$ cat src/common/rename_pkg.sv
/*
 * Sizes, index types and per-lane request and response structs
 * shared by the rename stage
 */
`default_nettype none

package rename_pkg;

  //////////////////////////////
  // Sizes
  //////////////////////////////
  localparam int ARF_SIZE     = 32;
  localparam int PRF_SIZE     = 64;
  localparam int RENAME_WIDTH = 2;
  localparam int CP_SLOTS     = 4;

  // Free-list queue depth, kept a power of two so the pointers wrap cleanly
  localparam int FL_DEPTH = PRF_SIZE - ARF_SIZE;
  localparam int FL_IDX_W = $clog2(FL_DEPTH);

  //////////////////////////////
  // Index types
  //////////////////////////////
  typedef logic [4:0] arf_idx_t;
  typedef logic [5:0] prf_idx_t;
  typedef logic [1:0] cp_idx_t;

  // Extra top bit tells a full queue from an empty one
  typedef logic [FL_IDX_W:0] fl_ptr_t;

  // One lane of a rename group
  typedef struct packed {
    logic     rd_valid;
    arf_idx_t rs1;
    arf_idx_t rs2;
    arf_idx_t rd;
  } rename_req_t;

  typedef struct packed {
    prf_idx_t prs1;
    prf_idx_t prs2;
    prf_idx_t prd;
    prf_idx_t prev_rd;
    logic     prev_rd_valid;
  } rename_rsp_t;

  // Next-state choice for the map table
  typedef enum logic [1:0] {
    MAP_HOLD,
    MAP_RENAME,
    MAP_RESTORE
  } map_state_t;

endpackage

`default_nettype wire

$ cat src/common/rename_if.sv
/*
 * alloc_if carries register requests and grants between map table and free list
 * ckpt_if carries snapshots to the checkpoint store and saved state back
 */
`timescale 1ns/1ps
`default_nettype none

interface alloc_if
  import rename_pkg::*;
#(
  parameter int rename_width = RENAME_WIDTH
) ();

  logic [rename_width-1:0] need;
  logic                    grant;
  prf_idx_t                new_prf [rename_width];
  logic                    allocatable;

  modport map_side (
    output need,
    input  grant,
    input  new_prf
  );

  modport list_side (
    input  need,
    output grant,
    output new_prf,
    output allocatable
  );

endinterface

interface ckpt_if
  import rename_pkg::*;
#(
  parameter int arf_size = ARF_SIZE
) ();

  // Live state going in
  prf_idx_t map_snapshot [arf_size];
  fl_ptr_t  head_snapshot;

  // Slot contents at recover_idx
  prf_idx_t saved_map [arf_size];
  fl_ptr_t  saved_head;

  modport map_side (
    output map_snapshot,
    input  saved_map
  );

  modport list_side (
    output head_snapshot,
    input  saved_head
  );

  modport store_side (
    input  map_snapshot,
    input  head_snapshot,
    output saved_map,
    output saved_head
  );

endinterface

`default_nettype wire

$ cat src/rename/checkpoint_store.sv
/*
 * Checkpoint slots holding map table and free-list head copies
 */
`timescale 1ns/1ps
`default_nettype none

module checkpoint_store
  import rename_pkg::*;
#(
  parameter int cp_slots = CP_SLOTS,
  parameter int arf_size = ARF_SIZE
) (
  input  logic        clock,
  input  logic        reset,
  input  logic        check,
  input  cp_idx_t     check_idx,
  input  logic        recover,
  input  cp_idx_t     recover_idx,
  ckpt_if.store_side  ckpt
);

  prf_idx_t            map_slots  [cp_slots][arf_size];
  fl_ptr_t             head_slots [cp_slots];
  logic [cp_slots-1:0] slot_valid;

  // Saves the state seen before the edge
  always_ff @(posedge clock) begin
    if (check) begin
      map_slots[check_idx]  <= ckpt.map_snapshot;
      head_slots[check_idx] <= ckpt.head_snapshot;
    end
  end

  always_ff @(posedge clock) begin
    if (reset) begin
      slot_valid <= '0;
    end else if (check) begin
      slot_valid[check_idx] <= 1'b1;
    end
  end

  assign ckpt.saved_map  = map_slots[recover_idx];
  assign ckpt.saved_head = head_slots[recover_idx];

  // Recover only from a slot saved since reset
  recover_from_saved: assert property (
    @(posedge clock) disable iff (reset)
    recover |-> slot_valid[recover_idx]
  );

endmodule

`default_nettype wire

$ cat src/rename/free_list.sv
/*
 * Circular queue of free physical registers
 * Allocation from the head, release at the tail, head restore on recover
 */
`timescale 1ns/1ps
`default_nettype none

module free_list
  import rename_pkg::*;
#(
  parameter int arf_size     = ARF_SIZE,
  parameter int prf_size     = PRF_SIZE,
  parameter int rename_width = RENAME_WIDTH
) (
  input  logic                    clock,
  input  logic                    reset,
  input  logic                    rename,
  input  logic                    recover,
  input  logic [rename_width-1:0] retire_valid,
  input  prf_idx_t                retire_prf [rename_width],
  alloc_if.list_side              alloc,
  ckpt_if.list_side               ckpt
);

  localparam int depth = prf_size - arf_size;
  localparam int idx_w = $clog2(depth);

  prf_idx_t queue [depth];
  fl_ptr_t  head;
  fl_ptr_t  tail;
  fl_ptr_t  head_next;
  fl_ptr_t  tail_next;
  fl_ptr_t  push_ptr [rename_width];
  fl_ptr_t  count;

  assign count             = tail - head;
  assign alloc.allocatable = count >= fl_ptr_t'(rename_width);
  assign alloc.grant       = rename && !recover && alloc.allocatable;
  assign ckpt.head_snapshot = head;

  //////////////////////////////
  // Allocation
  //////////////////////////////
  always_comb begin
    fl_ptr_t rd_ptr;
    rd_ptr = head;
    for (int i = 0; i < rename_width; i++) begin
      alloc.new_prf[i] = queue[rd_ptr[idx_w-1:0]];
      // Lanes without rd leave the entry for the next lane
      if (alloc.need[i]) begin
        rd_ptr = rd_ptr + 1'b1;
      end
    end
    head_next = rd_ptr;
  end

  // Release slots in lane order
  always_comb begin
    fl_ptr_t wr_ptr;
    wr_ptr = tail;
    for (int i = 0; i < rename_width; i++) begin
      push_ptr[i] = wr_ptr;
      if (retire_valid[i]) begin
        wr_ptr = wr_ptr + 1'b1;
      end
    end
    tail_next = wr_ptr;
  end

  //////////////////////////////
  // State
  //////////////////////////////
  always_ff @(posedge clock) begin
    if (reset) begin
      head <= '0;
      tail <= fl_ptr_t'(depth);
    end else begin
      if (recover) begin
        head <= ckpt.saved_head;
      end else if (alloc.grant) begin
        head <= head_next;
      end
      tail <= tail_next;
    end
  end

  // Starts out holding every register above the architectural ones
  always_ff @(posedge clock) begin
    if (reset) begin
      for (int i = 0; i < depth; i++) begin
        queue[i] <= prf_idx_t'(arf_size + i);
      end
    end else begin
      for (int i = 0; i < rename_width; i++) begin
        if (retire_valid[i]) begin
          queue[push_ptr[i][idx_w-1:0]] <= retire_prf[i];
        end
      end
    end
  end

  no_overflow: assert property (
    @(posedge clock) disable iff (reset)
    count <= fl_ptr_t'(depth)
  );

endmodule

`default_nettype wire

$ cat src/rename/map_table.sv
/*
 * Architectural to physical mapping table with in-group
 * RAW and WAW resolution, rename commit and checkpoint restore
 */
`timescale 1ns/1ps
`default_nettype none

module map_table
  import rename_pkg::*;
#(
  parameter int arf_size     = ARF_SIZE,
  parameter int rename_width = RENAME_WIDTH
) (
  input  logic        clock,
  input  logic        reset,
  input  logic        recover,
  input  rename_req_t req [rename_width],
  output rename_rsp_t rsp [rename_width],
  alloc_if.map_side   alloc,
  ckpt_if.map_side    ckpt
);

  prf_idx_t   table_q    [arf_size];
  prf_idx_t   table_work [arf_size];
  map_state_t state_sel;
  logic       fresh_clash;

  //////////////////////////////
  // Lane walk in program order
  //////////////////////////////
  always_comb begin
    table_work = table_q;
    for (int i = 0; i < rename_width; i++) begin
      alloc.need[i] = req[i].rd_valid;
      // Sources see earlier lanes' destinations
      rsp[i].prs1 = table_work[req[i].rs1];
      rsp[i].prs2 = table_work[req[i].rs2];
      rsp[i].prd  = alloc.new_prf[i];
      // Mapping left behind by earlier lanes
      rsp[i].prev_rd       = table_work[req[i].rd];
      rsp[i].prev_rd_valid = req[i].rd_valid;
      if (req[i].rd_valid) begin
        table_work[req[i].rd] = alloc.new_prf[i];
      end
    end
  end

  // Recover wins over a group offered in the same cycle
  always_comb begin
    if (recover) begin
      state_sel = MAP_RESTORE;
    end else if (alloc.grant) begin
      state_sel = MAP_RENAME;
    end else begin
      state_sel = MAP_HOLD;
    end
  end

  //////////////////////////////
  // Table update
  //////////////////////////////
  always_ff @(posedge clock) begin
    if (reset) begin
      // Identity mapping
      for (int i = 0; i < arf_size; i++) begin
        table_q[i] <= prf_idx_t'(i);
      end
    end else begin
      case (state_sel)
        MAP_RENAME:  table_q <= table_work;
        MAP_RESTORE: table_q <= ckpt.saved_map;
        default:     table_q <= table_q;
      endcase
    end
  end

  assign ckpt.map_snapshot = table_q;

  // Register handed out while some entry still maps to it
  always_comb begin
    fresh_clash = 1'b0;
    for (int i = 0; i < rename_width; i++) begin
      for (int a = 0; a < arf_size; a++) begin
        if (alloc.need[i] && table_q[a] == alloc.new_prf[i]) begin
          fresh_clash = 1'b1;
        end
      end
    end
  end

  // A fresh register must not still be mapped
  fresh_not_mapped: assert property (
    @(posedge clock) disable iff (reset)
    alloc.grant |-> !fresh_clash
  );

endmodule

`default_nettype wire

$ cat src/verilog/rename_unit.sv
/*
 * Rename stage top level
 * Map table, free list and checkpoint store on plain ports
 */
`timescale 1ns/1ps
`default_nettype none

module rename_unit
  import rename_pkg::*;
#(
  parameter int arf_size     = ARF_SIZE,
  parameter int prf_size     = PRF_SIZE,
  parameter int rename_width = RENAME_WIDTH,
  parameter int cp_slots     = CP_SLOTS
) (
  input  logic                    clock,
  input  logic                    reset,
  input  logic                    rename,
  input  rename_req_t             req [rename_width],
  output rename_rsp_t             rsp [rename_width],
  output logic                    allocatable,
  input  logic                    check,
  input  cp_idx_t                 check_idx,
  input  logic                    recover,
  input  cp_idx_t                 recover_idx,
  input  logic [rename_width-1:0] retire_valid,
  input  prf_idx_t                retire_prf [rename_width]
);

  alloc_if #(.rename_width(rename_width)) alloc_bus ();
  ckpt_if  #(.arf_size(arf_size))         ckpt_bus ();

  map_table #(
    .arf_size     (arf_size),
    .rename_width (rename_width)
  ) map_table_i (
    .clock   (clock),
    .reset   (reset),
    .recover (recover),
    .req     (req),
    .rsp     (rsp),
    .alloc   (alloc_bus.map_side),
    .ckpt    (ckpt_bus.map_side)
  );

  free_list #(
    .arf_size     (arf_size),
    .prf_size     (prf_size),
    .rename_width (rename_width)
  ) free_list_i (
    .clock        (clock),
    .reset        (reset),
    .rename       (rename),
    .recover      (recover),
    .retire_valid (retire_valid),
    .retire_prf   (retire_prf),
    .alloc        (alloc_bus.list_side),
    .ckpt         (ckpt_bus.list_side)
  );

  checkpoint_store #(
    .cp_slots (cp_slots),
    .arf_size (arf_size)
  ) checkpoint_store_i (
    .clock       (clock),
    .reset       (reset),
    .check       (check),
    .check_idx   (check_idx),
    .recover     (recover),
    .recover_idx (recover_idx),
    .ckpt        (ckpt_bus.store_side)
  );

  assign allocatable = alloc_bus.allocatable;

endmodule

`default_nettype wire
$ cat config.mk
export PLATFORM = sky130hd
export DESIGN_NAME = rename_unit
export DESIGN_NICKNAME = d
export VERILOG_FILES = /design/src/common/rename_pkg.sv /design/src/common/rename_if.sv /design/src/rename/checkpoint_store.sv /design/src/rename/free_list.sv /design/src/rename/map_table.sv /design/src/verilog/rename_unit.sv
export SDC_FILE = /design/constraint.sdc
export NUM_CORES = 2
export LEC_CHECK = 0
export BUFFER_PORTS_ARGS = -buffer_cell sky130_fd_sc_hd__buf_4
export CORE_UTILIZATION = 55
export DETAILED_ROUTE_END_ITERATION = 6
export PLACE_DENSITY = 0.71
export REMOVE_ABC_BUFFERS = 1
export SETUP_SLACK_MARGIN = 0.5
export SLEW_MARGIN = 20
export SYNTH_ARGS = -nofsm -noshare
export SYNTH_HDL_FRONTEND = slang
export SYNTH_SLANG_ARGS = --single-unit
export TNS_END_PERCENT = 100
$ cat constraint.sdc
create_clock -name clock -period 22.6 [get_ports clock]
set_input_delay 1.13 -clock clock [delete_from_list [all_inputs] [get_ports clock]]
set_output_delay 1.13 -clock clock [all_outputs]
set_load 0.01 [all_outputs]
==> impl_metrics.ini <==
[critical_path]
start_kind = register
cp_max_fo = 42
cp-end-kind = output port
cp.required_ns = 21.47
path_class = register to output port
cp.arrival_ns = 6.52

[hold_path]
hp-class = register to register

[floorplan]
ios = 106
die_x_microns = 340.9
core_area_sq_um = 113100
die_area_sq_um = 116200
die_h_microns = 340.9
initial_core_util_pct = 55.83
num_rows = 123

[status]
violations = DRC
outcome = finished with violations

[yosys]
synth_area_sq_um = 63160
synth_async_sr_flop_share_pct = 0
yosysSeqAreaShare_pct = 53.41
synth-edff-count = 984
yosys_most_used_dff = edfxtp_1
synthCells = 4960
ys_warn_count = 0
ys_seq_elements = 1193
post-synth-top-area-cell = edfxtp_1
synth.area.top_cells = edfxtp_1 47%, mux4_2 18%, dfxtp_1 6.6%, mux2i_1 3.1%, a21oi_1 3.0%
synth_cell_types = 80
syn_avg_cell_area_sq_um = 12.73
yosysTopAreaCellShare_pct = 46.79

[route]
drt_iter0_markers = 8947
dr.pass1.iters = 7
post_drt_wl_per_cell_microns = 39.64
vias_per_cell = 7.745
drc_errors = 19
dr_total_vias = 50230
postRouteWirelength_mm = 257.0
postRouteAntennaNets = 0

[timing]
final_hold_viol_count = 0
relSlewSlack_pct = 14.59
tns_ns = 0
fmax_mhz = 130.8
finalWorstSetupSlack_ns = 14.95
setup_viol = 0
period_needed_ns = 7.646
post-route-period-util_pct = 33.83
worstMarginPinSlew_ns = 1.273
rsz0062_at_grt = false
skew_ns = 0.05424
slew_viol_final = 0

[cts]
cts_tree = yes
cts_buffers = 117
clk_pin_slew_ns = 0.06
cts_setup_buffers = 0
cts_hold_buffers = 0
cts.root.buffer_cell = clkbuf_16
cts-resized-gates = 0
clkSinkCount = 1193
ctsLongestPathBuffers = 3
htreeDepth = 3
clk_latency_ns = 0.75

[placement]
io_buffers = 105
dp_hpwl_mm = 173.0
dp_slack_ns = 15.81
routabilityCongestion = 1.163

[finish]
n_fill_cell = 8711
regArea_sq_um = 33740
layout_commonest_cell = edfxtp_1
layout.nets = 4941
areaGrowthSynthToFinish_pct = 9.470
multi_input_area_sq_um = 27540
mostFrequentLayoutCells = 984 x edfxtp_1, 499 x mux4_2, 484 x nor2_1, 398 x nand2_1, 384 x a21oi_1
drive_gt1_share_pct = 20.07

[global_routing]
grt-ovfl-total = 0
grt_max_degree = 115
grt_pass1_wl_mm = 359.7
globalRouteTotalUtil_pct = 43.99
first_global_vias = 47190
antenna_found_initial = 19

[job]
maxCapViolations = 0

[power]
p_per_area_nw_per_um2 = 81.60
irDropWorstVdd_mv = 0.1031
p_leak_nw = 21.87
routing by layer:
metal / vias up / GRT usage [%] / part of all wire [%]
li1: 19610 / - / -
met1: 24800 / 58.27 / 35
met2: 4698 / 62.64 / 42
met3: 1106 / 15.90 / 15
met4: 14 / 25.36 / 7.3
met5: - / 0.6127 / 0.063
power by group:
group          switching [W]  internal [W]  leakage, nW
clock network       0.000872       0.00115         1.96
registers           0.000117       0.00248         10.5
logic               0.000694      0.000321         9.37
critical path, cell delays in order (launching register included):
cell and delay, ns:
dfxtp_4 0.60, buf_4 0.64, mux4_2 0.58, mux4_2 0.53
mux2i_4 0.16, buf_4 0.46, buf_4 0.34, inv_2 0.12
buf_4 0.36, mux2i_1 0.37, mux2_1 0.19, nor3_1 0.04
or4_1 0.57, o41ai_1 0.12, o211ai_1 0.36, buf_4 0.25
state kept, by name, indices dropped and copies added, names as in the netlist, named ones only:
signal / cells
free_list_i.ckpt.head_snapshot: 6
checkpoint_store_i.head_slots: 24
checkpoint_store_i.map_slots: 768
free_list_i.queue: 192
map_table_i.ckpt.map_snapshot: 192
free_list_i.tail: 6
kinds of logic (layout without fill, tap and decap cells):
family,Yosys count,count (layout),synth area share (%)
buf+inv,501,514,3.190
simple gates,1224,1224,8.392
flops,1193,1193,53.41
fa+ha+maj,17,17,0.3447
compound gates,1255,1255,12.42
mux,746,746,21.87
other cells,0,12,0
xor+xnor,24,24,0.3665
cell usage after synthesis (7+ instances only):
library cell  instances
edfxtp_1            984
mux4_2              499
nor2_1              490
nand2_1             399
a21oi_1             384
clkbuf_1            314
o21ai_0             252
dfxtp_1             209
mux2i_1             197
o22ai_1             125
nor3_1               96
a211oi_1             82
o221ai_1             80
nand3_1              76
inv_1                63
buf_1                55
a22oi_1              52
a221oi_1             47
buf_2                41
mux2_2               40
o31ai_1              40
a31oi_1              38
a2111oi_0            28
o21ai_1              28
o22a_1               27
or3_1                25
o211ai_1             23
nand4_1              20
nor2b_1              18
nand2b_1             17
and2_1               15
ha_1                 15
nor4_1               15
xnor2_1              14
inv_2                11
and3_1                9
a21o_1                8
buf_6                 8
nand3b_1              8
nor3b_1               8
xor2_1                8
mux2i_2               7
or2_2                 7
through the flow:
step	util [%]	total power, W	cell area [sq um]	hold slack [ns]	cells
2_1_floorplan	-	0.003081	61430	0.4906	4536
3_3_place_gp	57.54	0.003569	65080	0.5357	6251
3_5_place_dp	57.54	0.003581	65090	0.5367	6251
4_1_cts	61.08	0.005576	69090	0.5509	6473
5_1_grt	61.10	0.005725	69110	0.5762	6474
6_report	61.12	0.005641	69140	0.5495	6485
worst paths after layout:
kind,startpoint,endpoint,slack [ns],cells past startpoint
worst min register to register,free_list_i.ckpt.head_snapshot[4],checkpoint_store_i.head_slots[0][4],0.55,0
worst max register to register,free_list_i.ckpt.head_snapshot[0],map_table_i.ckpt.map_snapshot[161],17.37,13
worst min-delay path,free_list_i.ckpt.head_snapshot[4],checkpoint_store_i.head_slots[0][4],0.55,0
worst max-delay path,register,rsp[2],14.95,15
final cells by class:
type	instances	share of cell area (%)
diodes	12	0.04343
clock buffers	160	4.716
clock inverters	62	1.073
inverters	77	0.4271
multi-input cells	3266	39.83
flip-flops and latches	1193	48.80
well taps	1500	2.715
repair buffers	215	2.398
No activity file was read; power rests on OpenSTA's default activity.
